### src/rv32i_pkg.sv
/* CPU word and request types */

package rv32i_pkg;

    // one data or address word on the CPU side
    typedef logic [31:0] rv32i_word;

    // CPU request, held as a level until mem_resp
    typedef struct packed {
        logic       read;
        logic       write;
        logic [3:0] byte_enable;
        rv32i_word  address;
        rv32i_word  wdata;
    } mem_req_t;

endpackage : rv32i_pkg
### src/cache_pkg.sv
/* Cache line and memory types */

package cache_pkg;

    // byte offset inside a 256-bit line
    localparam int offset_bits = 5;

    // tag field sized for a 3-bit index, the smallest one in use
    localparam int max_tag_bits = 32 - offset_bits - 3;

    typedef logic [255:0] line_t;

    // one enable per byte of a line
    typedef logic [31:0] line_be_t;

    // lookup result of a single way at the request index
    typedef struct packed {
        logic                    hit;
        logic                    valid;
        logic                    dirty;
        logic [max_tag_bits-1:0] tag;
    } way_status_t;

    // line memory request, held until pmem_resp
    typedef struct packed {
        logic                 read;
        logic                 write;
        rv32i_pkg::rv32i_word address;
        line_t                wdata;
    } pmem_req_t;

endpackage : cache_pkg

### src/cache.sv
/* Two-way write-back cache */

module cache #(
    parameter int s_index = 3
) (
    input  logic                 clk,
    input  logic                 rst_n,
    input  rv32i_pkg::mem_req_t  cpu_req,
    output logic                 mem_resp,
    output rv32i_pkg::rv32i_word mem_rdata,
    output cache_pkg::pmem_req_t pmem_req,
    input  cache_pkg::line_t     pmem_rdata,
    input  logic                 pmem_resp
);
    import cache_pkg::*;

    localparam int s_tag = 32 - offset_bits - s_index;

    // request address fields
    logic [s_index-1:0] index;
    logic [s_tag-1:0]   tag;
    logic [2:0]         word_sel;

    way_status_t status0;
    way_status_t status1;
    line_t       line0;
    line_t       line1;
    line_t       sel_line;
    line_t       way_wdata;
    line_be_t    way_be;
    line_t       cpu_line;
    line_be_t    cpu_be;

    logic load_data0;
    logic load_tag0;
    logic set_dirty0;
    logic clear_dirty0;
    logic load_data1;
    logic load_tag1;
    logic set_dirty1;
    logic clear_dirty1;

    assign index    = cpu_req.address[offset_bits +: s_index];
    assign tag      = cpu_req.address[31 -: s_tag];
    assign word_sel = cpu_req.address[offset_bits-1:2];

    cache_way #(
        .s_index (s_index)
    ) u_way0 (
        .clk         (clk),
        .rst_n       (rst_n),
        .index       (index),
        .tag         (tag),
        .load_data   (load_data0),
        .load_tag    (load_tag0),
        .set_dirty   (set_dirty0),
        .clear_dirty (clear_dirty0),
        .wdata       (way_wdata),
        .byte_enable (way_be),
        .status      (status0),
        .line        (line0)
    );

    cache_way #(
        .s_index (s_index)
    ) u_way1 (
        .clk         (clk),
        .rst_n       (rst_n),
        .index       (index),
        .tag         (tag),
        .load_data   (load_data1),
        .load_tag    (load_tag1),
        .set_dirty   (set_dirty1),
        .clear_dirty (clear_dirty1),
        .wdata       (way_wdata),
        .byte_enable (way_be),
        .status      (status1),
        .line        (line1)
    );

    cache_control #(
        .s_index (s_index)
    ) u_control (
        .clk          (clk),
        .rst_n        (rst_n),
        .cpu_req      (cpu_req),
        .status0      (status0),
        .status1      (status1),
        .line0        (line0),
        .line1        (line1),
        .pmem_rdata   (pmem_rdata),
        .pmem_resp    (pmem_resp),
        .cpu_line     (cpu_line),
        .cpu_be       (cpu_be),
        .load_data0   (load_data0),
        .load_tag0    (load_tag0),
        .set_dirty0   (set_dirty0),
        .clear_dirty0 (clear_dirty0),
        .load_data1   (load_data1),
        .load_tag1    (load_tag1),
        .set_dirty1   (set_dirty1),
        .clear_dirty1 (clear_dirty1),
        .way_wdata    (way_wdata),
        .way_be       (way_be),
        .sel_line     (sel_line),
        .mem_resp     (mem_resp),
        .pmem_req     (pmem_req)
    );

    // word view of the hit line, line view of the cpu word
    bus_adapter u_adapter (
        .line_in          (sel_line),
        .wdata            (cpu_req.wdata),
        .byte_enable      (cpu_req.byte_enable),
        .word_sel         (word_sel),
        .wdata_line       (cpu_line),
        .rdata            (mem_rdata),
        .byte_enable_line (cpu_be)
    );

endmodule : cache

### src/cache_control.sv
/* Cache controller */

module cache_control #(
    parameter int s_index = 3
) (
    input  logic                   clk,
    input  logic                   rst_n,
    input  rv32i_pkg::mem_req_t    cpu_req,
    input  cache_pkg::way_status_t status0,
    input  cache_pkg::way_status_t status1,
    input  cache_pkg::line_t       line0,
    input  cache_pkg::line_t       line1,
    input  cache_pkg::line_t       pmem_rdata,
    input  logic                   pmem_resp,
    input  cache_pkg::line_t       cpu_line,
    input  cache_pkg::line_be_t    cpu_be,
    output logic                   load_data0,
    output logic                   load_tag0,
    output logic                   set_dirty0,
    output logic                   clear_dirty0,
    output logic                   load_data1,
    output logic                   load_tag1,
    output logic                   set_dirty1,
    output logic                   clear_dirty1,
    output cache_pkg::line_t       way_wdata,
    output cache_pkg::line_be_t    way_be,
    output cache_pkg::line_t       sel_line,
    output logic                   mem_resp,
    output cache_pkg::pmem_req_t   pmem_req
);
    import rv32i_pkg::*;
    import cache_pkg::*;

    localparam int s_tag    = 32 - offset_bits - s_index;
    localparam int num_sets = 2 ** s_index;

    typedef enum logic [1:0] {
        st_idle,
        st_compare,
        st_write_back,
        st_fill
    } state_t;

    state_t state;
    state_t state_next;

    // one bit per set, names the least recently used way
    logic [num_sets-1:0] lru;

    logic [s_index-1:0] index;
    logic [s_tag-1:0]   req_tag;
    logic [s_tag-1:0]   victim_tag;
    logic               access;
    logic               hit;
    logic               hit_way;
    logic               victim;
    logic               victim_dirty;
    rv32i_word          wb_addr;
    rv32i_word          fill_addr;

    // strobes before the per-way split
    logic               target_way;
    logic               load_data;
    logic               load_tag;
    logic               set_dirty;
    logic               clear_dirty;

    assign access  = cpu_req.read | cpu_req.write;
    assign index   = cpu_req.address[offset_bits +: s_index];
    assign req_tag = cpu_req.address[31 -: s_tag];

    assign hit     = status0.hit | status1.hit;
    assign hit_way = status1.hit;

    // empty ways are filled first, else lru decides
    always_comb begin
        if (!status0.valid) begin
            victim = 1'b0;
        end else if (!status1.valid) begin
            victim = 1'b1;
        end else begin
            victim = lru[index];
        end
    end

    assign victim_dirty = victim ? status1.dirty : status0.dirty;
    assign victim_tag   = victim ? status1.tag[s_tag-1:0] : status0.tag[s_tag-1:0];

    assign wb_addr   = {victim_tag, index, {offset_bits{1'b0}}};
    assign fill_addr = {req_tag, index, {offset_bits{1'b0}}};

    assign sel_line = hit_way ? line1 : line0;

    always_ff @(posedge clk) begin
        if (!rst_n) begin
            state <= st_idle;
        end else begin
            state <= state_next;
        end
    end

    always_ff @(posedge clk) begin
        if (!rst_n) begin
            lru <= '0;
        end else if (state == st_compare && hit) begin
            lru[index] <= ~hit_way;
        end
    end

    always_comb begin
        state_next = state;
        case (state)
            st_idle: begin
                if (access) begin
                    state_next = st_compare;
                end
            end
            st_compare: begin
                if (hit) begin
                    state_next = st_idle;
                end else if (victim_dirty) begin
                    state_next = st_write_back;
                end else begin
                    state_next = st_fill;
                end
            end
            st_write_back: begin
                if (pmem_resp) begin
                    state_next = st_fill;
                end
            end
            st_fill: begin
                if (pmem_resp) begin
                    state_next = st_compare;
                end
            end
            default: state_next = st_idle;
        endcase
    end

    always_comb begin
        mem_resp         = 1'b0;
        load_data        = 1'b0;
        load_tag         = 1'b0;
        set_dirty        = 1'b0;
        clear_dirty      = 1'b0;
        target_way       = victim;
        pmem_req.read    = 1'b0;
        pmem_req.write   = 1'b0;
        pmem_req.address = fill_addr;
        pmem_req.wdata   = victim ? line1 : line0;
        case (state)
            st_compare: begin
                target_way = hit_way;
                if (hit) begin
                    mem_resp = 1'b1;
                    // write hit lands in the response cycle
                    load_data = cpu_req.write;
                    set_dirty = cpu_req.write;
                end
            end
            st_write_back: begin
                pmem_req.write   = 1'b1;
                pmem_req.address = wb_addr;
            end
            st_fill: begin
                pmem_req.read = 1'b1;
                load_data     = pmem_resp;
                load_tag      = pmem_resp;
                clear_dirty   = pmem_resp;
            end
            default: ;
        endcase
    end

    // fill takes the whole memory line, cpu writes only their bytes
    assign way_wdata = (state == st_fill) ? pmem_rdata : cpu_line;
    assign way_be    = (state == st_fill) ? '1 : cpu_be;

    assign load_data0   = load_data & ~target_way;
    assign load_tag0    = load_tag & ~target_way;
    assign set_dirty0   = set_dirty & ~target_way;
    assign clear_dirty0 = clear_dirty & ~target_way;
    assign load_data1   = load_data & target_way;
    assign load_tag1    = load_tag & target_way;
    assign set_dirty1   = set_dirty & target_way;
    assign clear_dirty1 = clear_dirty & target_way;

endmodule : cache_control

### src/cache_way.sv
/* One cache way */

module cache_way #(
    parameter int s_index = 3
) (
    input  logic                                   clk,
    input  logic                                   rst_n,
    input  logic [s_index-1:0]                     index,
    input  logic [31-cache_pkg::offset_bits-s_index:0] tag,
    input  logic                                   load_data,
    input  logic                                   load_tag,
    input  logic                                   set_dirty,
    input  logic                                   clear_dirty,
    input  cache_pkg::line_t                       wdata,
    input  cache_pkg::line_be_t                    byte_enable,
    output cache_pkg::way_status_t                 status,
    output cache_pkg::line_t                       line
);
    import cache_pkg::*;

    localparam int s_tag    = 32 - offset_bits - s_index;
    localparam int num_sets = 2 ** s_index;

    logic [s_tag-1:0]    tag_arr  [num_sets];
    line_t               data_arr [num_sets];
    logic [num_sets-1:0] valid_arr;
    logic [num_sets-1:0] dirty_arr;

    // byte-masked line write
    always_ff @(posedge clk) begin
        if (load_data) begin
            for (int i = 0; i < $bits(line_be_t); i++) begin
                if (byte_enable[i]) begin
                    data_arr[index][8*i +: 8] <= wdata[8*i +: 8];
                end
            end
        end
    end

    always_ff @(posedge clk) begin
        if (load_tag) begin
            tag_arr[index] <= tag;
        end
    end

    always_ff @(posedge clk) begin
        if (!rst_n) begin
            valid_arr <= '0;
            dirty_arr <= '0;
        end else begin
            if (load_tag) begin
                valid_arr[index] <= 1'b1;
            end
            // set wins, only one of them is raised per cycle anyway
            if (set_dirty) begin
                dirty_arr[index] <= 1'b1;
            end else if (clear_dirty) begin
                dirty_arr[index] <= 1'b0;
            end
        end
    end

    // lookup at the request index
    always_comb begin
        status.valid = valid_arr[index];
        status.dirty = dirty_arr[index];
        status.tag   = max_tag_bits'(tag_arr[index]);
        status.hit   = valid_arr[index] && (tag_arr[index] == tag);
    end

    assign line = data_arr[index];

endmodule : cache_way

### src/bus_adapter.sv
/* Word to line bus adapter */

module bus_adapter (
    input  cache_pkg::line_t      line_in,
    input  rv32i_pkg::rv32i_word  wdata,
    input  logic [3:0]            byte_enable,
    input  logic [2:0]            word_sel,
    output cache_pkg::line_t      wdata_line,
    output rv32i_pkg::rv32i_word  rdata,
    output cache_pkg::line_be_t   byte_enable_line
);
    import cache_pkg::*;

    // every word slot carries the CPU word, enables pick the slot
    assign wdata_line = {8{wdata}};

    // addressed word of the selected line
    always_comb begin
        rdata = line_in[32*word_sel +: 32];
    end

    // four enables shifted to the word position
    always_comb begin
        byte_enable_line = line_be_t'(byte_enable) << (4 * word_sel);
    end

endmodule : bus_adapter

### config.mk
export PLATFORM = sky130hd
export DESIGN_NAME = cache
export DESIGN_NICKNAME = d
export VERILOG_FILES = /design/src/rv32i_pkg.sv /design/src/cache_pkg.sv /design/src/cache.sv /design/src/cache_control.sv /design/src/cache_way.sv /design/src/bus_adapter.sv
export SDC_FILE = /design/constraint.sdc
export NUM_CORES = 2
export LEC_CHECK = 0
export BUFFER_PORTS_ARGS = -buffer_cell sky130_fd_sc_hd__buf_2
export CORE_ASPECT_RATIO = 2
export CORE_MARGIN = 2
export CORE_UTILIZATION = 26
export DETAILED_ROUTE_END_ITERATION = 7
export HOLD_SLACK_MARGIN = 0.12
export REMOVE_ABC_BUFFERS = 1
export SETUP_SLACK_MARGIN = 0.15
export SLEW_MARGIN = 40
export SYNTH_ARGS = -nofsm -noshare
export SYNTH_HDL_FRONTEND = slang
export SYNTH_MEMORY_MAX_BITS = 65536
export SYNTH_SLANG_ARGS = --single-unit
### constraint.sdc
create_clock -name clk -period 13.2 [get_ports clk]
set_input_delay 1.32 -clock clk [delete_from_list [all_inputs] [get_ports clk]]
set_output_delay 1.32 -clock clk [all_outputs]
set_load 0.05 [all_outputs]
**Word level (Yosys, flattened, before mapping)**

Memories as Yosys holds them, arrays and structs flattened.
Index checks and enable logic that the tools add are counted.

- Magnitude comparators: 2
- Equality and inequality tests: 8
- Shift operators: 2
- Multiplexer cells: 204
- Bitwise operators: 17
- Reductions and logical operators: 8

Operator list:

| cell | count |
|---|---|
| $mux W256 | 3 |
| $shiftx A256 B9 Y32 | 1 |
| $mux W1 | 181 |
| $eq A24 B24 Y1 | 2 |
| $mux W33 | 1 |
| $mux W32 | 1 |
| $mux W8 | 4 |
| $or A8 B8 Y8 | 4 |
| $shl A4 B5 Y32 | 1 |
| $mux W24 | 1 |
| $and A8 B8 Y8 | 2 |
| $bmux W1 S3 | 5 |
| $bwmux W8 | 1 |
| $mux W2 | 4 |
| $not A8 Y8 | 1 |
| $pmux W2 S4 | 1 |
| $and A1 B1 Y1 | 6 |
| $eq A2 B2 Y1 const B | 2 |
| $logic_and A1 B1 Y1 | 4 |
| $lt A3 B4 Y1 const B | 1 |
| $ne A2 B2 Y1 const B | 2 |
| $reduce_bool A2 Y1 | 2 |
| $demux W1 S3 | 1 |
| $ge A3 B1 Y1 const B | 1 |
| other kinds (7) | 9 |

- Register bits after elaboration: 42
- RAM bits: 4480
- Output and inout bits: 323
- Logic and storage cells: 251
- Memories: 4

Memory list:

| memory | words | bits a word | rd ports | clocked after Yosys merged registers in | write ports | line | source |
|---|---|---|---|---|---|---|---|
| u_way0.data_arr | 8 | 256 | 1 | 0 | 1 | cache_way.sv:25 | `line_t data_arr [num_sets];` |
| u_way1.data_arr | 8 | 256 | 1 | 0 | 1 | cache_way.sv:25 |  |
| u_way0.tag_arr | 8 | 24 | 1 | 0 | 1 | cache_way.sv:24 | `logic [s_tag-1:0] tag_arr [num_sets];` |
| u_way1.tag_arr | 8 | 24 | 1 | 0 | 1 | cache_way.sv:24 |  |

**Logic depth before layout (Yosys ltp)**

- Word-level depth: 9
- Gate-level depth with buffers: 17

**Cells and area by module**

Synthesis repeated with hierarchy kept, for this count alone.

- Cells, all modules: 10353
- Area total of the unflattened synthesis: 179845.0 um^2

Modules (own cells, without submodules):

| module | instances | cells an instance | area an instance (um^2) | sequential area each (um^2) |
|---|---|---|---|---|
| cache_way | 2 | 4410 | 82371.5 | 67584.8 |
| cache_control | 1 | 1114 | 10969.3 | 200.2 |
| bus_adapter | 1 | 419 | 4132.7 | 0.0 |

**Worst setup path after synthesis**

OpenSTA, ideal clock, no wires.

- Path type: input to output
- Start point: input cpu_req[37] in the netlist's numbering
- End point: output mem_rdata[21]
- Arrival time: 5.145 ns
- Slack: 6.735 ns
- Stages on the path: 14
- Path buffers: 4
- Path through: buf_2 -> buf_2 -> mux4_2 -> mux2i_1 -> xnor2_1 -> nand3_1 -> nor4_1 -> and4_1 -> buf_4 -> clkbuf_1 -> nor2_1 -> a211oi_1 -> nor3_1 -> o21ai_0

- Word-level cells in the longest chain between the ends: 5
- Elaborated cells on any way between the ends: 9
- Classes of those cells: eq/ne: 1; shift: 1; mux: 3; reduce/logical: 1; memory: 3

Ends and longest elaborated chain:

| what | line | source |
|---|---|---|
| start: declaration | cache.sv:8 | `input rv32i_pkg::mem_req_t cpu_req,` |
| $mem_v2 Z8 W24 / $bmux W1 S3 (equally long branches) | - |  |
| $eq A24 B24 Y1 / $mux W1 (equally long branches) | cache_way.sv:68 | `status.hit = valid_arr[index] && (tag_arr[index] == tag);` |
| $logic_and A1 B1 Y1 | cache_way.sv:68 |  |
| $mux W256 * | cache_control.sv:92 | `assign sel_line = hit_way ? line1 : line0;` |
| $shiftx A256 B9 Y32 * | bus_adapter.sv:19 | `rdata = line_in[32*word_sel +: 32];` |
| end: declaration | cache.sv:10 | `output rv32i_pkg::rv32i_word mem_rdata,` |

Mark *: on every way between the ends. The rest lies on a longest branch, timed or not. The select of a mux whose other input is x is not followed.

**Worst setup path after layout**

- Start point: input cpu_req[37] in the netlist's numbering
- End point: output mem_rdata[7]

The elaborated chain is that of the path after synthesis.

==> flow_summary.yaml <==
cts:
  cts_resized: 0
  cts_hold_repair.buffers: 0
  cts.sinks: 4522
  cts_max_path_buffers: 5
  numCtsBuffers: 404
  postCtsSetupBuffers: 0
  cts_tree: "done"
  root_buffer: "clkbuf_16"
  path_clk_slew_ps: 60
  htree_levels: 5
  clock_latency_ps: 1120
setup_path:
  start_kind: "primary input"
  cp_slowest_stage_delay_ps: 800
  crit_fanout: 83
  crit_top_cell: "buf_12"
  cp.buffers_inverters: 6
  path_delay_family: "buffers and inverters"
  critical_path.startpoint: "cpu_req[37]"
  reg2regPathDepth: 14
  critPathSlowestCell: "a211oi_1"
  cp_num_cells: 16
  r2r_start: "u_way0.tag_arr[7][7]"
  required_ps: 11880
  cp_cell_sequence: "buf_8 > buf_12 > buf_16 > mux2_2 > o22ai_1 > or3_1 > nand4_1 > nor4_1 > and4_4 > buf_12 > buf_4 > nor2_1 > a211oi_1 > nor3_1 > o21ai_0 > buf_2"
  arrival_ps: 7990
  crit_type: "in -> out"
  end_kind: "primary output"
timing:
  finalMaxSlewViolations: 0
  relSlewSlack_pct: 31.5
  setup_tns_ps: 0
  fmax_mhz: 107
  hold_ws_ps: 462
  worst_pin_slew_ps: 999
  period_minus_slack_ps: 9310
  setup_violations: 0
  grt_setup_unrepaired: "no"
  finalHoldViolCount: 0
  finClkSkew_ps: 169
  period_share_pct: 70.5
pwr:
  p_sw_share_pct: 25.6
  p_int_mw: 22.9
  cellPowerDensity_nw_per_um2: 150
  leakage_nw: 62.6
  ir_worst_vdd_mv: 0.129
  seqPwrFrac_pct: 52.0
  clkPwrFrac_pct: 38.2
  finalPower_mw: 30.7
  comb_power_share_pct: 9.8
  p_sw_mw: 7.86
final_layout:
  num-nets-final: 12000
  drive_gt1_share_pct: 20.7
  fin_area_um2: 205000
  layout-area-overhead-vs-synth_pct: 16.9
  register_area_um2: 135000
  multi_input_area_um2: 39400
  fillers: 66200
logic_synthesis:
  synth_flop_cell: "edfxtp_1"
  syn_inst: 11100
  synth_area_um2: 176000
  synth_seq_cells: 4522
  avgSynthCellArea_um2: 15.8
  yosys_warnings: 0
  synth_cell_types: 68
  async_flop_share_pct: 0
  yosysSeqAreaShare_pct: 77.0
  synth-edff-count: 4480
run:
  cap_violations: 0
route:
  drcViolationCount: 0
  num_vias: 111000
  totalWireLength_um: 721000
  wl_per_cell_um: 34.3
  drtIter0Drc: 14100
  firstDrtPassIters: 6
  ant_nets: 0
  viasPerCell: 5.30
grt:
  grt_max_degree: 109
  grt_pass1_vias: 108000
  grt_overflow_total: 0
  grtUsageTotal_pct: 20.4
  grt_pass1_wl_um: 945000
  antenna_found_initial: 93
min_path:
  hold_depth: 1
  hold_start: "u_way1.valid_arr[5]"
  hold_path_class: "reg -> reg"
outcome:
  outcome: "complete, no violations"
floorplanning:
  dieHeight_um: 1170
  ios: 652
  core-area_um2: 675000
  die-area_um2: 683000
  rows: 427
  die_w_um: 585
  initial_core_util_pct: 26.0
placed_design:
  dp_hpwl_um: 487000
  gp_congestion: 0.885
  portBuffers: 644
  dpl_cell_area_um2: 192000
final timing paths:
path / endpoint / slack, ps
setup / recovery: mem_rdata[7] / 3890
hold / removal: u_way1.valid_arr[5] / 460
setup reg to reg: u_way0.data_arr[3][124] / 7420
hold reg to reg: u_way1.valid_arr[5] / 460
cell type report:
class                   count  share of cell area (%)
flip-flops and latches   4522                    65.9
clock buffers             463                    5.04
repair buffers            953                    3.17
inverters                  27                  0.0566
diodes                     60                  0.0731
well taps                9009                    5.49
multi-input cells        5736                    19.2
clock inverters           255                    1.14
flip-flops by register name, summed over array words and instances, names as in the netlist, named ones only:
name / count
u_way0.tag_arr: 192
u_way1.tag_arr: 192
u_way0.valid_arr: 8
u_control.lru: 8
u_way1.valid_arr: 8
u_way0.data_arr: 2048
u_control.state: 2
u_way1.data_arr: 2048
through the flow:
| step | setup slack, ps | instances | util [%] |
|---|---|---|---|
| finish | 3890 | 21000 | 30.4 |
| global route | 4000 | 21000 | 30.4 |
| CTS | 4120 | 21000 | 30.4 |
| detailed placement | 4110 | 20200 | 28.5 |
| global placement | 4130 | 20200 | 28.2 |
| floorplan | -24530 | 10300 | - |
placed cells by master, fill, tap and decap left out, types with 24 or more instances in the layout:
| cell | Yosys | layout |
|---|---|---|
| a211oi_1 | 150 | 130 |
| a21oi_1 | 528 | 474 |
| a21oi_2 | 0 | 44 |
| a221o_1 | 42 | 42 |
| a221oi_1 | 175 | 174 |
| a222oi_1 | 26 | 26 |
| a22oi_1 | 1489 | 1489 |
| and4_1 | 164 | 162 |
| buf_12 | 0 | 44 |
| buf_2 | 209 | 641 |
| buf_4 | 14 | 232 |
| bufinv_16 | 0 | 34 |
| clkbuf_1 | 524 | 58 |
| clkbuf_16 | 0 | 405 |
| clkinv_1 | 1 | 86 |
| clkinv_2 | 0 | 73 |
| clkinvlp_4 | 0 | 24 |
| dfxtp_1 | 42 | 42 |
| diode_2 | 0 | 60 |
| edfxtp_1 | 4480 | 4480 |
| mux2_2 | 180 | 180 |
| mux2i_1 | 242 | 241 |
| mux4_2 | 74 | 74 |
| nand2_1 | 673 | 645 |
| nand2b_1 | 40 | 24 |
| nand3_1 | 35 | 35 |
| nand4_1 | 192 | 192 |
| nor2_1 | 1159 | 638 |
| nor2_2 | 2 | 497 |
| nor2_4 | 0 | 26 |
| nor3_1 | 37 | 34 |
| o211ai_1 | 42 | 42 |
| o21ai_0 | 181 | 175 |
| o22ai_1 | 72 | 68 |
| xnor2_1 | 33 | 32 |
kinds of logic (layout without fill, tap and decap cells):
kind of cell,count (synthesis),after routing,synth area share [%]
flops,4522,4522,77.0
compound gates,2800,2800,11.1
simple gates,2395,2395,6.12
buf+inv,864,1698,2.03
mux,496,496,3.48
xor+xnor,36,36,0.179
fa+ha+maj,4,4,0.0285
other cells,1,65,0.00213
synthesized netlist by cell type, drive strengths merged (42+ instances only):
cell / number / area (um^2)
a211oi: 150 / 1130
a21oi: 528 / 2640
a221o: 42 / 420
a221oi: 175 / 1530
a22oi: 1489 / 11200
and4: 164 / 1440
buf: 313 / 1500
clkbuf: 524 / 1970
dfxtp: 42 / 841
edfxtp: 4480 / 135000
mux2: 180 / 2030
mux2i: 242 / 2420
mux4: 74 / 1670
nand2: 674 / 2530
nand4: 192 / 1200
nor2: 1161 / 4360
o211ai: 42 / 315
o21ai: 182 / 911
o22ai: 73 / 470
layer usage:
layer / part of all wire (%) / global-route usage [%]
met1: 33 / 21.5
met2: 48 / 34.3
met3: 8.3 / 4.28
met4: 10 / 17.8
met5: 0.019 / 0
power by group through the flow:
stage          Clock [mW]  Sequential, mW  Combinational [mW]
2_1_floorplan           0            16.3                1.53
3_3_place_gp            0            16.3                2.87
3_5_place_dp            0            16.3                2.96
4_1_cts              11.8            16.0                2.97
5_1_grt              12.3            16.0                3.09
6_report             11.7            16.0                3.00
Power figures use the tool's default switching activity.
